File: src/source/soc_defs.svh
`ifndef SOC_DEFS_SVH
`define SOC_DEFS_SVH

// --------------------
// Bus widths
// --------------------
`define SOC_ADDR_W 32
`define SOC_DATA_W 32

// --------------------
// Address map
// --------------------
`define SOC_ROM_BASE   32'h0000_1000
`define SOC_ROM_WORDS  16
`define SOC_ROM_SIZE   32'h0000_0040
`define SOC_RAM_BASE   32'h8000_0000
`define SOC_RAM_WORDS  256
`define SOC_RAM_SIZE   32'h0000_0400
`define SOC_CLINT_BASE 32'h0200_0000
`define SOC_CLINT_SIZE 32'h0000_0010

// CLINT register byte offsets
`define SOC_CLINT_MTIME_LO    4'h0
`define SOC_CLINT_MTIME_HI    4'h4
`define SOC_CLINT_MTIMECMP_LO 4'h8
`define SOC_CLINT_MTIMECMP_HI 4'hC

// Cycles the debug request stays blocked after reset
`define SOC_DEBUG_HOLD_CYCLES 500

`endif

File: src/source/soc_pkg.sv
`include "soc_defs.svh"

package soc_pkg;

  // --------------------
  // Bus types
  // --------------------
  typedef logic [`SOC_ADDR_W-1:0] bus_addr_t;
  typedef logic [`SOC_DATA_W-1:0] bus_data_t;

  // Word indices into the memories
  typedef logic [$clog2(`SOC_ROM_WORDS)-1:0] rom_index_t;
  typedef logic [$clog2(`SOC_RAM_WORDS)-1:0] ram_index_t;

  // mtime and mtimecmp span two bus words
  typedef logic [2*`SOC_DATA_W-1:0] clint_time_t;

  // Counter for the debug hold-off window
  typedef logic [$clog2(`SOC_DEBUG_HOLD_CYCLES+1)-1:0] hold_cnt_t;

  // --------------------
  // Decoded destination
  // --------------------
  typedef enum logic [1:0] {
    TGT_ROM,
    TGT_RAM,
    TGT_CLINT,
    TGT_NONE
  } target_e;

endpackage

File: src/source/clint_timer.sv
`timescale 1ns/10ps
`include "soc_defs.svh"

module clint_timer import soc_pkg::*; (
  input  logic       clk_i,
  input  logic       ndmreset_n,
  input  logic       rtc_i,
  input  logic       clint_sel_i,
  input  logic       clint_we_i,
  input  ram_index_t clint_index_i,
  input  bus_data_t  clint_wdata_i,
  output bus_data_t  clint_rdata_o,
  output logic       timer_irq_o
);

  logic [1:0]  rtc_sync_q;
  logic        rtc_prev_q;
  logic        rtc_rise;
  logic        rtc_div_q;
  logic        tick;
  logic [3:0]  reg_off;
  logic        wr_en;

  clint_time_t mtime_q;
  clint_time_t mtimecmp_q;
  logic        timer_irq_q;

  // --------------------
  // RTC input
  // --------------------
  always_ff @(posedge clk_i or negedge ndmreset_n) begin
    if (!ndmreset_n) begin
      rtc_sync_q <= '0;
      rtc_prev_q <= 1'b0;
      rtc_div_q  <= 1'b0;
    end else begin
      rtc_sync_q <= {rtc_sync_q[0], rtc_i};
      rtc_prev_q <= rtc_sync_q[1];
      if (rtc_rise) begin
        rtc_div_q <= ~rtc_div_q;
      end
    end
  end

  assign rtc_rise = rtc_sync_q[1] && !rtc_prev_q;
  // Divided clock goes high on this rtc edge
  assign tick     = rtc_rise && !rtc_div_q;

  // Register select from the two low word-index bits
  assign reg_off = {clint_index_i[1:0], 2'b00};
  assign wr_en   = clint_sel_i && clint_we_i;

  // --------------------
  // Timer registers
  // --------------------
  always_ff @(posedge clk_i or negedge ndmreset_n) begin
    if (!ndmreset_n) begin
      mtime_q    <= '0;
      mtimecmp_q <= '1;
    end else begin
      // A bus write wins over the tick in the same cycle
      if (wr_en && reg_off == `SOC_CLINT_MTIME_LO) begin
        mtime_q[31:0] <= clint_wdata_i;
      end else if (wr_en && reg_off == `SOC_CLINT_MTIME_HI) begin
        mtime_q[63:32] <= clint_wdata_i;
      end else if (tick) begin
        mtime_q <= mtime_q + 1'b1;
      end
      if (wr_en && reg_off == `SOC_CLINT_MTIMECMP_LO) begin
        mtimecmp_q[31:0] <= clint_wdata_i;
      end
      if (wr_en && reg_off == `SOC_CLINT_MTIMECMP_HI) begin
        mtimecmp_q[63:32] <= clint_wdata_i;
      end
    end
  end

  always_comb begin
    clint_rdata_o = '0;
    if (clint_sel_i) begin
      case (reg_off)
        `SOC_CLINT_MTIME_LO:    clint_rdata_o = mtime_q[31:0];
        `SOC_CLINT_MTIME_HI:    clint_rdata_o = mtime_q[63:32];
        `SOC_CLINT_MTIMECMP_LO: clint_rdata_o = mtimecmp_q[31:0];
        default:                clint_rdata_o = mtimecmp_q[63:32];
      endcase
    end
  end

  // Interrupt one cycle behind the compare
  always_ff @(posedge clk_i or negedge ndmreset_n) begin
    if (!ndmreset_n) begin
      timer_irq_q <= 1'b0;
    end else begin
      timer_irq_q <= (mtime_q >= mtimecmp_q);
    end
  end

  assign timer_irq_o = timer_irq_q;

endmodule

File: config.mk
export PLATFORM = sky130hd
export DESIGN_NAME = clint_timer
export DESIGN_NICKNAME = d
export VERILOG_FILES = /design/src/source/soc_pkg.sv /design/src/source/clint_timer.sv
export VERILOG_INCLUDE_DIRS = /design/src /design/src/source
export SDC_FILE = /design/constraint.sdc
export NUM_CORES = 1
export LEC_CHECK = 0
export BUFFER_PORTS_ARGS = -buffer_cell sky130_fd_sc_hd__buf_2
export CELL_PAD_IN_SITES_DETAIL_PLACEMENT = 0
export CELL_PAD_IN_SITES_GLOBAL_PLACEMENT = 2
export CORE_UTILIZATION = 36
export CTS_BUF_LIST = sky130_fd_sc_hd__clkbuf_4
export DETAILED_ROUTE_END_ITERATION = 8
export PLACE_DENSITY_LB_ADDON = 0.1
export SETUP_SLACK_MARGIN = 0.15
export SLEW_MARGIN = 20
export SYNTH_ARGS = -nofsm -noshare
export SYNTH_HDL_FRONTEND = slang
export SYNTH_SLANG_ARGS = --single-unit
File: constraint.sdc
create_clock -name clk_i -period 4.2 [get_ports clk_i]
set_input_delay 1.26 -clock clk_i [delete_from_list [all_inputs] [get_ports clk_i]]
set_output_delay 1.26 -clock clk_i [all_outputs]
set_load 0.05 [all_outputs]
==> results.rst, run 1 <==
.. list-table::
   :header-rows: 1

   * - Metric
     - Value
   * - Achievable Freq
     - roughly 0.26 GHz
   * - Clock Pin Slew Worst Setup and Hold Paths
     - 0.12 ns
   * - Leading post-synthesis cells by instance count
     - sky130_fd_sc_hd__a21oi_1 (78), sky130_fd_sc_hd__inv_1 (72), sky130_fd_sc_hd__nand2_1 (72)
   * - WP data required
     - 2.94 ns
   * - Full die area
     - 26400 um2
   * - 1st-iter DRT viols
     - 614
   * - Worst Hold Depth
     - 0
   * - Met1 capacity usage during global routing
     - around a third
   * - Unrepaired setup endpoints after global routing
     - false
   * - Number of distinct standard cells referenced by the synthesized netlist
     - 66
   * - Sequence of cells on the critical path
     - buf_2 -> buf_12 -> mux4_1 -> and2_1 -> buf_2
   * - All-layer global routing usage
     - 23.8%
   * - Switching power
     - 1970 uW
   * - Setup slack of the most critical reg-to-reg path
     - 1.12 ns
   * - Worst slew margin relative to its limit
     - 34.8%
   * - Final Net Count
     - approximately 1100
   * - Post-CTS Repair Setup Buffers
     - 0
   * - Mean Syn Cell Area
     - 9.62 um2
   * - Top-area cell type share of the netlist area
     - 18.6%
   * - Portion of total power attributed to sequential cells
     - 43.1%
   * - Critical path buffers and inverters
     - 3
   * - Cell type with the highest aggregate area in the netlist
     - sky130_fd_sc_hd__dfrtp_1
   * - Max Root-Sink Buffers
     - 2
   * - Worst-case vdd ir drop
     - ~0.16 mV
   * - Clock power share
     - 20.5%
   * - Top-Level Pins
     - 78
   * - Cell internal pwr
     - 2950 uW
   * - Cell occurring most often along the worst timing path
     - sky130_fd_sc_hd__buf_2
   * - Leakage power total
     - 0.00441 uW
   * - Hold-fix buffer count after cts
     - 0
   * - Pin count of the biggest net entering global routing
     - 69
   * - Switching share of total power
     - 40.0%
   * - Count of pins over their slew limit
     - 0
   * - Number of gates on the worst path with buffers counted
     - 5
   * - Setup TNS
     - 0 ns
   * - Area taken by multi-input logic gates
     - 5440 um2
   * - R2R Path End
     - mtime_q[40]
   * - Library cell with the highest instance count after synthesis
     - sky130_fd_sc_hd__a21oi_1
   * - Global-route wire length before repair
     - between 40 and 50 mm
   * - Final critical-path share of the clock period
     - 90.2%
   * - Number of instances in the synthesized netlist
     - between 900 and 1000
   * - Number of flops mapped to enable cells by yosys
     - 0
   * - Met3 Use GR
     - 4.66%
   * - Share of cells above drive strength 1
     - between 20% and 30%
   * - Final worst hold slack
     - roughly 0.36 ns
   * - Count of yosys warnings during synthesis
     - 0
   * - End point of the worst hold path
     - rtc_sync_q[1]
   * - Total Wirelength
     - about 30 mm
   * - Number of nets with antenna violations after routing
     - 0
   * - Run status
     - completed
   * - Input/output buffers
     - 71
   * - Final estimated routing congestion in global placement
     - 0.793
   * - Final HPWL from detailed placement
     - around 22 mm
   * - Combinational power share
     - 36.4%
   * - Hold violation count in the final report
     - 0
   * - Crit path max-delay cell type
     - sky130_fd_sc_hd__mux4_1
   * - Classification of the worst-slack hold path
     - reg -> reg
   * - Floorplan die width
     - ~160 um
   * - Final worst clock skew
     - 0.0175 ns
   * - R2R cell count
     - 7
   * - Starting density of the core
     - 36.7%
   * - Number of iterations in the first detailed-routing pass
     - 5
   * - Worst-path maximum fanout
     - 16
   * - Net Count, Synth
     - 1074
   * - Area grow syn2layout
     - 13.5%
   * - Sequential cell area fraction in the yosys report
     - between 30 and 40%
   * - Startpoint of the tightest hold check path
     - rtc_sync_q[0]
   * - Cell row count
     - 58
   * - Commonest register cell after synthesis
     - sky130_fd_sc_hd__dfrtp_1
   * - Start of the worst register-to-register path
     - mtime_q[1]
   * - Synth area leaders
     - sky130_fd_sc_hd__dfrtp_1 (19%), sky130_fd_sc_hd__dfstp_2 (18%), sky130_fd_sc_hd__ha_1 (8.8%)
   * - CTS resizes
     - 0
   * - Cell family contributing the most delay on the critical path
     - multiplexers
   * - Chip height
     - 163 um
   * - Clock buffer count from CTS
     - 17
   * - Buffer cell driving the clock tree root
     - sky130_fd_sc_hd__clkbuf_4
   * - Arrival time at the worst endpoint
     - 2.53 ns
   * - Wirelength per Cell
     - 21.8 um
   * - Most congested layer reported by global routing
     - met2
   * - Initial antenna violation count
     - 1
   * - Overall via count from detail_route
     - 7854
   * - Syn Std Cell Area
     - 9280 um2
   * - Largest stage delay, worst path
     - 0.57 ns
   * - Area taken by flip-flops and latches
     - about 3400 um2
   * - Number of global-route vias before repair
     - 7723
   * - Clock insertion delay at the later pin of the skew report
     - 0.57 ns
   * - Category of the worst setup path launch point
     - input pin
   * - Final setup fails
     - 0
   * - Global-route track usage on met2
     - 36.7%
   * - Final critical path time including I/O delays and setup
     - around 3.8 ns
   * - Area of the core region
     - 25300 um2
   * - Number of fill cells in the layout
     - between 2000 and 3000
   * - Worst Tran Pin Value
     - 0.969 ns
   * - Deepest level of the CTS H-tree
     - 4
   * - Maxcap violations
     - 0
   * - Async set or reset register ratio after synthesis
     - 100%
   * - Post-route DRC
     - 0
   * - Power density over the cells
     - about 470 nW/um2
   * - Kind of critical path
     - in -> out
   * - Register bit total from synthesis
     - 133
   * - CTS tree
     - built
   * - Endpoint class of the critical path
     - primary output
   * - Leftover overflow at the end of global routing
     - 0
   * - Clock sink count
     - ~130
   * - Routed vias/inst
     - 5.67
worst reg2reg max path, cell delays in order (launching register included):
cell	delay, ns
sky130_fd_sc_hd__dfrtp_1	0.44
sky130_fd_sc_hd__ha_1	0.25
sky130_fd_sc_hd__nand3_1	0.22
sky130_fd_sc_hd__or4_1	0.68
sky130_fd_sc_hd__nor4_2	0.59
sky130_fd_sc_hd__and2_1	0.44
sky130_fd_sc_hd__nor3b_1	0.28
sky130_fd_sc_hd__nor3_1	0.09
worst max-delay path by stage:
| stage | slack (ns) | from | endpoint |
|---|---|---|---|
| 3_5_place_dp | 0.23 | clint_sel_i | mtime_q[28] |
| 4_1_cts | 0.39 | clint_index_i[0] | clint_rdata_o[4] |
| 5_1_grt | 0.36 | clint_index_i[0] | clint_rdata_o[26] |
| 3_3_place_gp | 0.27 | clint_sel_i | mtime_q[24] |
| 2_1_floorplan | 0.17 | clint_index_i[0] | clint_rdata_o[4] |
| 6_report | 0.41 | clint_index_i[0] | clint_rdata_o[4] |
layer usage:
layer	vias to the layer above	wire (um)	share of wire (%)
li1	3765	-	-
met1	3881	14800	49
met2	188	13600	45
met3	20	1360	4.5
met4	0	302	1.0
met5	-	0	0
cell families (layout without fill, tap and decap cells):
logic type | after synthesis | in the layout | synth area share, %
simple gates | 318 | 318 | 18.2
compound gates | 229 | 229 | 15.6
flops | 133 | 133 | 36.7
buf+inv | 122 | 208 | 4.96
mux | 97 | 97 | 15.7
fa+ha+maj | 65 | 65 | 8.77
other cells | 0 | 5 | 0
through the flow:
stage / instances / power (uW) / instance area (um2) / setup slack, ns / util (%)
global placement: 1348 / 3940 / 10200 / 0.270 / 40.4
finish: 1385 / 4920 / 10500 / 0.411 / 41.7
detailed placement: 1348 / 3950 / 10200 / 0.230 / 40.4
CTS: 1380 / 4980 / 10500 / 0.388 / 41.6
global route: 1385 / 5310 / 10500 / 0.355 / 41.7
floorplan: 964 / 3320 / 9280 / 0.169 / -
power groups by stage:
stage	clock [uW]	combinational [uW]	sequential, uW
global placement	0	1800	2140
CTS	1040	1810	2120
global route	1110	2020	2180
floorplan	0	1350	1970
detailed placement	0	1810	2150
finish	1010	1790	2120
registers in the layout, summed over array words and instances, names as in the netlist:
register / count
mtimecmp_q: 64
rtc_prev_q: 1
mtime_q: 64
rtc_sync_q: 2
rtc_div_q: 1
timer_irq_o: 1
layout make-up:
class                      count  area share [%]
sequential                   133            32.4
clock buffer                  18            1.28
clock inverter                14            1.76
tap                          330            3.92
inverter                      72            2.57
antenna                        5           0.119
multi-input combinational    709            51.7
timing repair buffer         104            6.26
cell usage in the layout, fill, tap and decap left out, types with 11 or more instances in the layout:
cell / count
sky130_fd_sc_hd__nand4_1: 28
sky130_fd_sc_hd__mux2_2: 64
sky130_fd_sc_hd__nor3_1: 19
sky130_fd_sc_hd__buf_2: 70
sky130_fd_sc_hd__o21ai_0: 41
sky130_fd_sc_hd__clkbuf_4: 18
sky130_fd_sc_hd__inv_1: 72
sky130_fd_sc_hd__mux4_2: 31
sky130_fd_sc_hd__dfstp_2: 64
sky130_fd_sc_hd__nor2_1: 57
sky130_fd_sc_hd__ha_1: 65
sky130_fd_sc_hd__and3_1: 11
sky130_fd_sc_hd__buf_4: 29
sky130_fd_sc_hd__nand2_1: 72
sky130_fd_sc_hd__o22a_1: 12
sky130_fd_sc_hd__a21oi_1: 78
sky130_fd_sc_hd__dfrtp_1: 69
sky130_fd_sc_hd__nand3_1: 43
sky130_fd_sc_hd__nor4_1: 11
sky130_fd_sc_hd__and2_1: 36
sky130_fd_sc_hd__a31oi_1: 14
Power figures use the tool's default switching activity.
==> inputs of run 2 (changes only) <==
--- a/constraint.sdc
+++ b/constraint.sdc
@@ -3,2 +3,2 @@
 set_output_delay 1.26 -clock clk_i [all_outputs]
-set_load 0.05 [all_outputs]
+set_load 0.005 [all_outputs]
==> results.rst, run 2 (same netlist as run 1, synthesis figures left out) <==
.. list-table::
   :header-rows: 1

   * - Metric
     - Value
   * - Regs by FF count
     - mtime_q: 64 flops, mtimecmp_q: 64 flops, rtc_sync_q: 2 flops
   * - Clock sink count
     - 133 (unchanged)
   * - Worst Tran Pin Value
     - 0.721 ns (-0.248 ns)
   * - Clock Pin Slew Worst Setup and Hold Paths
     - 0.11 ns (about the same)
   * - Final estimated routing congestion in global placement
     - 0.824 (+3.9%)
   * - Run status
     - completed
   * - Final setup fails
     - 0 (unchanged)
   * - Max Root-Sink Buffers
     - 2 (unchanged)
   * - Area of the core region
     - 25300 um2 (unchanged)
   * - Hold-fix buffer count after cts
     - 0 (unchanged)
   * - Final critical path time including I/O delays and setup
     - 3.76 ns (-0.0265 ns)
   * - Overall via count from detail_route
     - 7909 (+0.70%)
   * - Final cell area excluding filler cells
     - 10500 um2 (-0.17%)
   * - Number of nets with antenna violations after routing
     - 0 (unchanged)
   * - Global-route wire length before repair
     - 47.8 mm (+1.8%)
   * - Routed vias/inst
     - 5.70 (+0.56%)
   * - Share of cells above drive strength 1
     - 29.7% (+0.13 points)
   * - Top-Level Pins
     - 78 (unchanged)
   * - Final critical-path share of the clock period
     - 89.6% (-0.63 points)
   * - Power density over the cells
     - 451 nW/um2 (-3.6%)
   * - Kind of critical path
     - in -> out
   * - Starting density of the core
     - 36.7% (unchanged)
   * - Clock insertion delay at the later pin of the skew report
     - 0.57 ns (about the same)
   * - Cell row count
     - 58 (unchanged)
   * - Setup TNS
     - 0 ns (unchanged)
   * - Pin count of the biggest net entering global routing
     - 62 (-10%)
   * - Unrepaired setup endpoints after global routing
     - false
   * - Area grow syn2layout
     - 13.3%
   * - Final worst clock skew
     - 0.0263 ns (+0.00881 ns)
   * - Arrival time at the worst endpoint
     - 2.50 ns (-0.03 ns)
   * - Deepest level of the CTS H-tree
     - 4 (unchanged)
   * - Initial antenna violation count
     - 1 (unchanged)
   * - CTS tree
     - built
   * - Wirelength per Cell
     - 21.9 um (+0.46%)
   * - Maxcap violations
     - 0 (unchanged)
   * - All-layer global routing usage
     - 24.1% (+0.29 points)
   * - Floorplan die width
     - 163 um (unchanged)
   * - Most frequent cells in the layout
     - sky130_fd_sc_hd__a21oi_1 (78), sky130_fd_sc_hd__inv_1 (72), sky130_fd_sc_hd__nand2_1 (72)
   * - Worst-path maximum fanout
     - 33 (+17)
   * - CTS resizes
     - 0 (unchanged)
   * - Classification of the worst-slack hold path
     - reg -> reg
   * - Chip height
     - 163 um (unchanged)
   * - Worst-case vdd ir drop
     - 0.168 mV (+2.4%)
   * - Achievable Freq
     - 0.266 GHz (+0.70%)
   * - WP data required
     - 2.94 ns (about the same)
   * - Total Wirelength
     - 30.3 mm (+0.61%)
   * - Leading cell type in the layout, fill and taps excluded
     - sky130_fd_sc_hd__a21oi_1
   * - Final HPWL from detailed placement
     - 22.4 mm (+0.59%)
   * - Total cell area at the placement stage
     - 10200 um2 (-0.15%)
   * - Number of iterations in the first detailed-routing pass
     - 4 (-1)
   * - Endpoint class of the critical path
     - primary output
   * - Number of global-route vias before repair
     - 7799 (+0.98%)
   * - Setup slack of the most critical reg-to-reg path
     - 1.22 ns (+0.10 ns)
   * - Buffer cell driving the clock tree root
     - sky130_fd_sc_hd__clkbuf_4
   * - Worst slew margin relative to its limit
     - 51.5% (+17 points)
   * - 1st-iter DRT viols
     - 561 (-8.6%)
   * - Final Net Count
     - 1150 (+0.26%)
   * - Input/output buffers
     - 71 (unchanged)
   * - Post-route DRC
     - 0 (unchanged)
   * - Full die area
     - 26400 um2 (unchanged)
   * - Hold violation count in the final report
     - 0 (unchanged)
   * - Leakage power total
     - 0.00440 uW (-0.18%)
   * - Post-CTS Repair Setup Buffers
     - 0 (unchanged)
   * - Leftover overflow at the end of global routing
     - 0 (unchanged)
   * - Count of pins over their slew limit
     - 0 (unchanged)
   * - Category of the worst setup path launch point
     - input pin
   * - Clock buffer count from CTS
     - 17 (unchanged)
## run 2: worst paths after layout
path / start / end / cells after the start
worst min register to register: rtc_sync_q[0] / rtc_sync_q[1] / 0
worst max register to register: mtime_q[1] / mtime_q[40] / 7
max in group asynchronous: ndmreset_n / mtimecmp_q[21] / 2
worst min-delay path: rtc_sync_q[0] / rtc_sync_q[1] / 0
min in group asynchronous: ndmreset_n / mtime_q[1] / 1
worst max-delay path: clint_index_i[0] / clint_rdata_o[27] / 5
## run 2: power breakdown
part           internal, uW  total, uW  switching (uW)  leakage [uW]
clock network           474       1010             532      0.000162
logic                   791       1610             814       0.00277
registers              1690       2120             439       0.00147
## run 2: routing by layer
| layer | up-vias | track usage [%] | part of all wire [%] |
|---|---|---|---|
| li1 | 3773 | - | - |
| met2 | 171 | 38.1 | 46 |
| met5 | - | 0 | 0 |
| met4 | 0 | 4.93 | 0.90 |
| met1 | 3946 | 35.1 | 49 |
| met3 | 19 | 3.00 | 4.1 |
## run 2: critical path, stage by stage
cell and delay [ns]:
sky130_fd_sc_hd__buf_2 0.10, sky130_fd_sc_hd__buf_12 0.28, sky130_fd_sc_hd__mux4_2 0.55, sky130_fd_sc_hd__and2_1 0.17, sky130_fd_sc_hd__buf_2 0.12
## run 2: layout make-up
class	count	area [um2]
Inverter	72	270
Timing Repair Buffer	107	644
Multi-Input combinational cell	709	5440
Tap cell	330	413
Fill cell	2621	14700
Clock buffer	18	135
Antenna cell	5	12.5
Clock inverter	13	183
Sequential cell	133	3410
## run 2: through the flow
| stage | setup WS (ns) | utilization (%) | hold WS (ns) | power [uW] | std cells |
|---|---|---|---|---|---|
| 3_3_place_gp | 0.411 | 40.3 | 0.335 | 3740 | 1351 |
| 2_1_floorplan | 0.330 | - | 0.331 | 3140 | 964 |
| 5_1_grt | 0.370 | 41.6 | 0.379 | 5130 | 1387 |
| 6_report | 0.437 | 41.6 | 0.361 | 4740 | 1387 |
| 4_1_cts | 0.409 | 41.6 | 0.366 | 4790 | 1382 |
| 3_5_place_dp | 0.409 | 40.3 | 0.337 | 3770 | 1351 |
==> inputs of run 3 (changes only) <==
- CORE_UTILIZATION: 36 -> 43
- clock period: 4.2 -> 4.45 ns (I/O delays scaled with it)
==> results.rst, run 3 (same netlist as run 1, synthesis figures left out) <==
.. list-table::
   :header-rows: 1

   * - Metric
     - Value
   * - Run status
     - completed
   * - CP endpoint
     - clint_rdata_o[4]
   * - Sequence of cells on the critical path
     - buf_2 -> buf_12 -> mux4_1 -> and2_1 -> buf_2
   * - Critical Path Start
     - clint_index_i[0]
   * - Final HPWL from detailed placement
     - 20.3 mm (-9.0%)
   * - Achievable Freq
     - 0.253 GHz
   * - Setup TNS
     - 0 ns (unchanged)
   * - Clock buffer count from CTS
     - 17 (unchanged)
   * - Final worst clock skew
     - 0.0274 ns (+0.00112 ns)
   * - Number of fill cells in the layout
     - 2030 (-23%)
   * - CTS tree
     - built
   * - Final Net Count
     - 1137 (-1.1%)
   * - Area grow syn2layout
     - 11.8%
   * - Post-CTS Repair Setup Buffers
     - 0 (unchanged)
   * - Clock Pin Slew Worst Setup and Hold Paths
     - 0.12 ns (about the same)
   * - Total cell area at the placement stage
     - 10000 um2 (-1.6%)
   * - Area of the core region
     - 21100 um2 (-16%)
   * - Regs by FF count
     - mtime_q: 64 flops, mtimecmp_q: 64 flops, rtc_sync_q: 2 flops
   * - Chip height
     - 149 um (-8.4%)
   * - Cell occurring most often along the worst timing path
     - sky130_fd_sc_hd__buf_2
   * - Leftover overflow at the end of global routing
     - 0 (unchanged)
   * - Number of global-route vias before repair
     - 7538 (-3.3%)
   * - R2R Path End
     - timer_irq_o
   * - Final critical path time including I/O delays and setup
     - 3.96 ns
   * - Setup slack of the most critical reg-to-reg path
     - 1.17 ns (-0.05 ns)
   * - Pin count of the biggest net entering global routing
     - 66 (+6.5%)
   * - Leakage power total
     - 0.00436 uW (-0.83%)
   * - Largest stage delay, worst path
     - 0.58 ns (+0.03 ns)
   * - Initial antenna violation count
     - 1 (unchanged)
   * - Leading cell type in the layout, fill and taps excluded
     - sky130_fd_sc_hd__a21oi_1
   * - Clock sink count
     - 133 (unchanged)
   * - Final setup fails
     - 0 (unchanged)
   * - Worst-path maximum fanout
     - 38 (+15%)
   * - Worst-case vdd ir drop
     - 0.208 mV (+24%)
   * - Metal-1 WL
     - 13.9 mm (-6.9%)
   * - R2R cell count
     - 8 (+1)
   * - Maxcap violations
     - 0 (unchanged)
   * - Buffer cell driving the clock tree root
     - sky130_fd_sc_hd__clkbuf_4
   * - Number of nets with antenna violations after routing
     - 0 (unchanged)
   * - Arrival time at the worst endpoint
     - 2.62 ns (+0.12 ns)
   * - Worst-case setup slack after placement
     - 0.476 ns (+0.0669 ns)
   * - Hold violation count in the final report
     - 0 (unchanged)
   * - Kind of critical path
     - in -> out
   * - Clock insertion delay at the later pin of the skew report
     - 0.58 ns (about the same)
   * - WP data required
     - 3.12 ns (+0.18 ns)
   * - Full die area
     - 22200 um2 (-16%)
   * - Input/output buffers
     - 71 (unchanged)
   * - Wirelength per Cell
     - 21.7 um (-0.81%)
   * - Total Wirelength
     - 28.5 mm (-5.9%)
   * - All-layer global routing usage
     - 26.9% (+2.8 points)
   * - Highest metal layer with signal wires
     - met4
   * - Number of iterations in the first detailed-routing pass
     - 5 (+1)
   * - Share of cells above drive strength 1
     - 28.9% (-0.72 points)
   * - 1st-iter DRT viols
     - 537 (-4.3%)
   * - CTS resizes
     - 0 (unchanged)
   * - Max Root-Sink Buffers
     - 2 (unchanged)
   * - Category of the worst setup path launch point
     - input pin
   * - Cell row count
     - 53 (-8.6%)
   * - Top-Level Pins
     - 78 (unchanged)
   * - Hold-fix buffer count after cts
     - 0 (unchanged)
   * - Unrepaired setup endpoints after global routing
     - false
   * - Final critical-path share of the clock period
     - 88.9%
   * - Non-filler instance count after layout
     - 1316 (-5.1%)
   * - Detail Route met3 WL
     - 1.39 mm (+13%)
   * - Final estimated routing congestion in global placement
     - 0.839 (+1.8%)
   * - # placed instances
     - 1283 (-5.0%)
   * - Endpoint class of the critical path
     - primary output
   * - Post-route DRC
     - 0 (unchanged)
   * - Count of pins over their slew limit
     - 0 (unchanged)
   * - Crit path max-delay cell type
     - sky130_fd_sc_hd__mux4_1
   * - Deepest level of the CTS H-tree
     - 4 (unchanged)
   * - Classification of the worst-slack hold path
     - reg -> reg
   * - Post-layout worst setup margin
     - 0.495 ns (+0.0577 ns)
   * - Floorplan die width
     - 149 um (-8.4%)
   * - Starting density of the core
     - 44.0% (+7.3 points)
   * - Worst Tran Pin Value
     - 0.915 ns (+0.194 ns)
   * - Power density over the cells
     - 434 nW/um2 (-3.6%)
   * - Routed vias/inst
     - 6.07 (+6.5%)
   * - Start of the worst register-to-register path
     - mtimecmp_q[63]
   * - Detailed-routed wire length on met2
     - 12.8 mm (-7.6%)
   * - Final cell area excluding filler cells
     - 10400 um2 (-1.3%)
   * - Worst slew margin relative to its limit
     - 38.5% (-13 points)
   * - Most frequent cells in the layout
     - sky130_fd_sc_hd__a21oi_1 (78), sky130_fd_sc_hd__inv_1 (72), sky130_fd_sc_hd__nand2_1 (72)
   * - Global-route wire length before repair
     - 44.6 mm (-6.7%)
   * - Overall via count from detail_route
     - 7991 (+1.0%)
## run 3: cell count changes in the layout (fill, tap and decap cells not counted)
cell and delta:
sky130_fd_sc_hd__buf_4 -14, sky130_fd_sc_hd__diode_2 -4, sky130_fd_sc_hd__clkinv_4 +2, sky130_fd_sc_hd__clkinvlp_4 -2, sky130_fd_sc_hd__a21oi_2 +1, sky130_fd_sc_hd__a21oi_4 -1, sky130_fd_sc_hd__buf_12 +1, sky130_fd_sc_hd__bufinv_16 +1
sky130_fd_sc_hd__clkbuf_4 +1, sky130_fd_sc_hd__clkinv_1 -1, sky130_fd_sc_hd__clkinv_2 +1, sky130_fd_sc_hd__inv_6 -1
## run 3: how the worst min path moves through the flow
stage	start	end	slack (ns)	depth (start not counted)
after floorplan	rtc_sync_q[0]	rtc_sync_q[1]	0.33	0
final	rtc_sync_q[0]	rtc_sync_q[1]	0.37	0
after global routing	rtc_sync_q[0]	rtc_sync_q[1]	0.38	0
after CTS	rtc_sync_q[0]	rtc_sync_q[1]	0.37	0
after global placement	rtc_sync_q[0]	rtc_sync_q[1]	0.34	0
after detailed placement	rtc_sync_q[0]	rtc_sync_q[1]	0.34	0
## run 3: critical path: cells and delay by family
kind                   cells  cell delay, ns
AND/OR/NAND/NOR            1            0.16
buffers and inverters      3            0.52
multiplexers               1            0.58
## run 3: layer usage
metal | global-route usage [%] | up-vias
met4 | 6.79 | 0
met3 | 4.01 | 33
li1 | - | 3756
met5 | 0 | -
met2 | 41.2 | 231
met1 | 39.7 | 3971
## run 3: area by class of cell
cell class | instances | area (um2) | area share, %
clock inverters | 13 | 208 | 2.00
inverters | 72 | 270 | 2.61
well taps | 275 | 344 | 3.32
clock buffers | 19 | 143 | 1.38
repair buffers | 94 | 559 | 5.39
diodes | 1 | 2.50 | 0.0241
multi-input cells | 709 | 5440 | 52.4
flip-flops and latches | 133 | 3410 | 32.9
## run 3: power breakdown
part / internal, uW / switching (uW)
registers: 1590 / 411
clock network: 515 / 497
logic: 735 / 756
total: 2840 / 1660
## run 3: through the flow
stage               utilization [%]  hold WS, ns  power, uW
detailed placement             47.5        0.340       3520
finish                         49.2        0.366       4510
CTS                            49.2        0.369       4540
global placement               47.5        0.335       3490
floorplan                         -        0.331       2960
global route                   49.2        0.376       4840
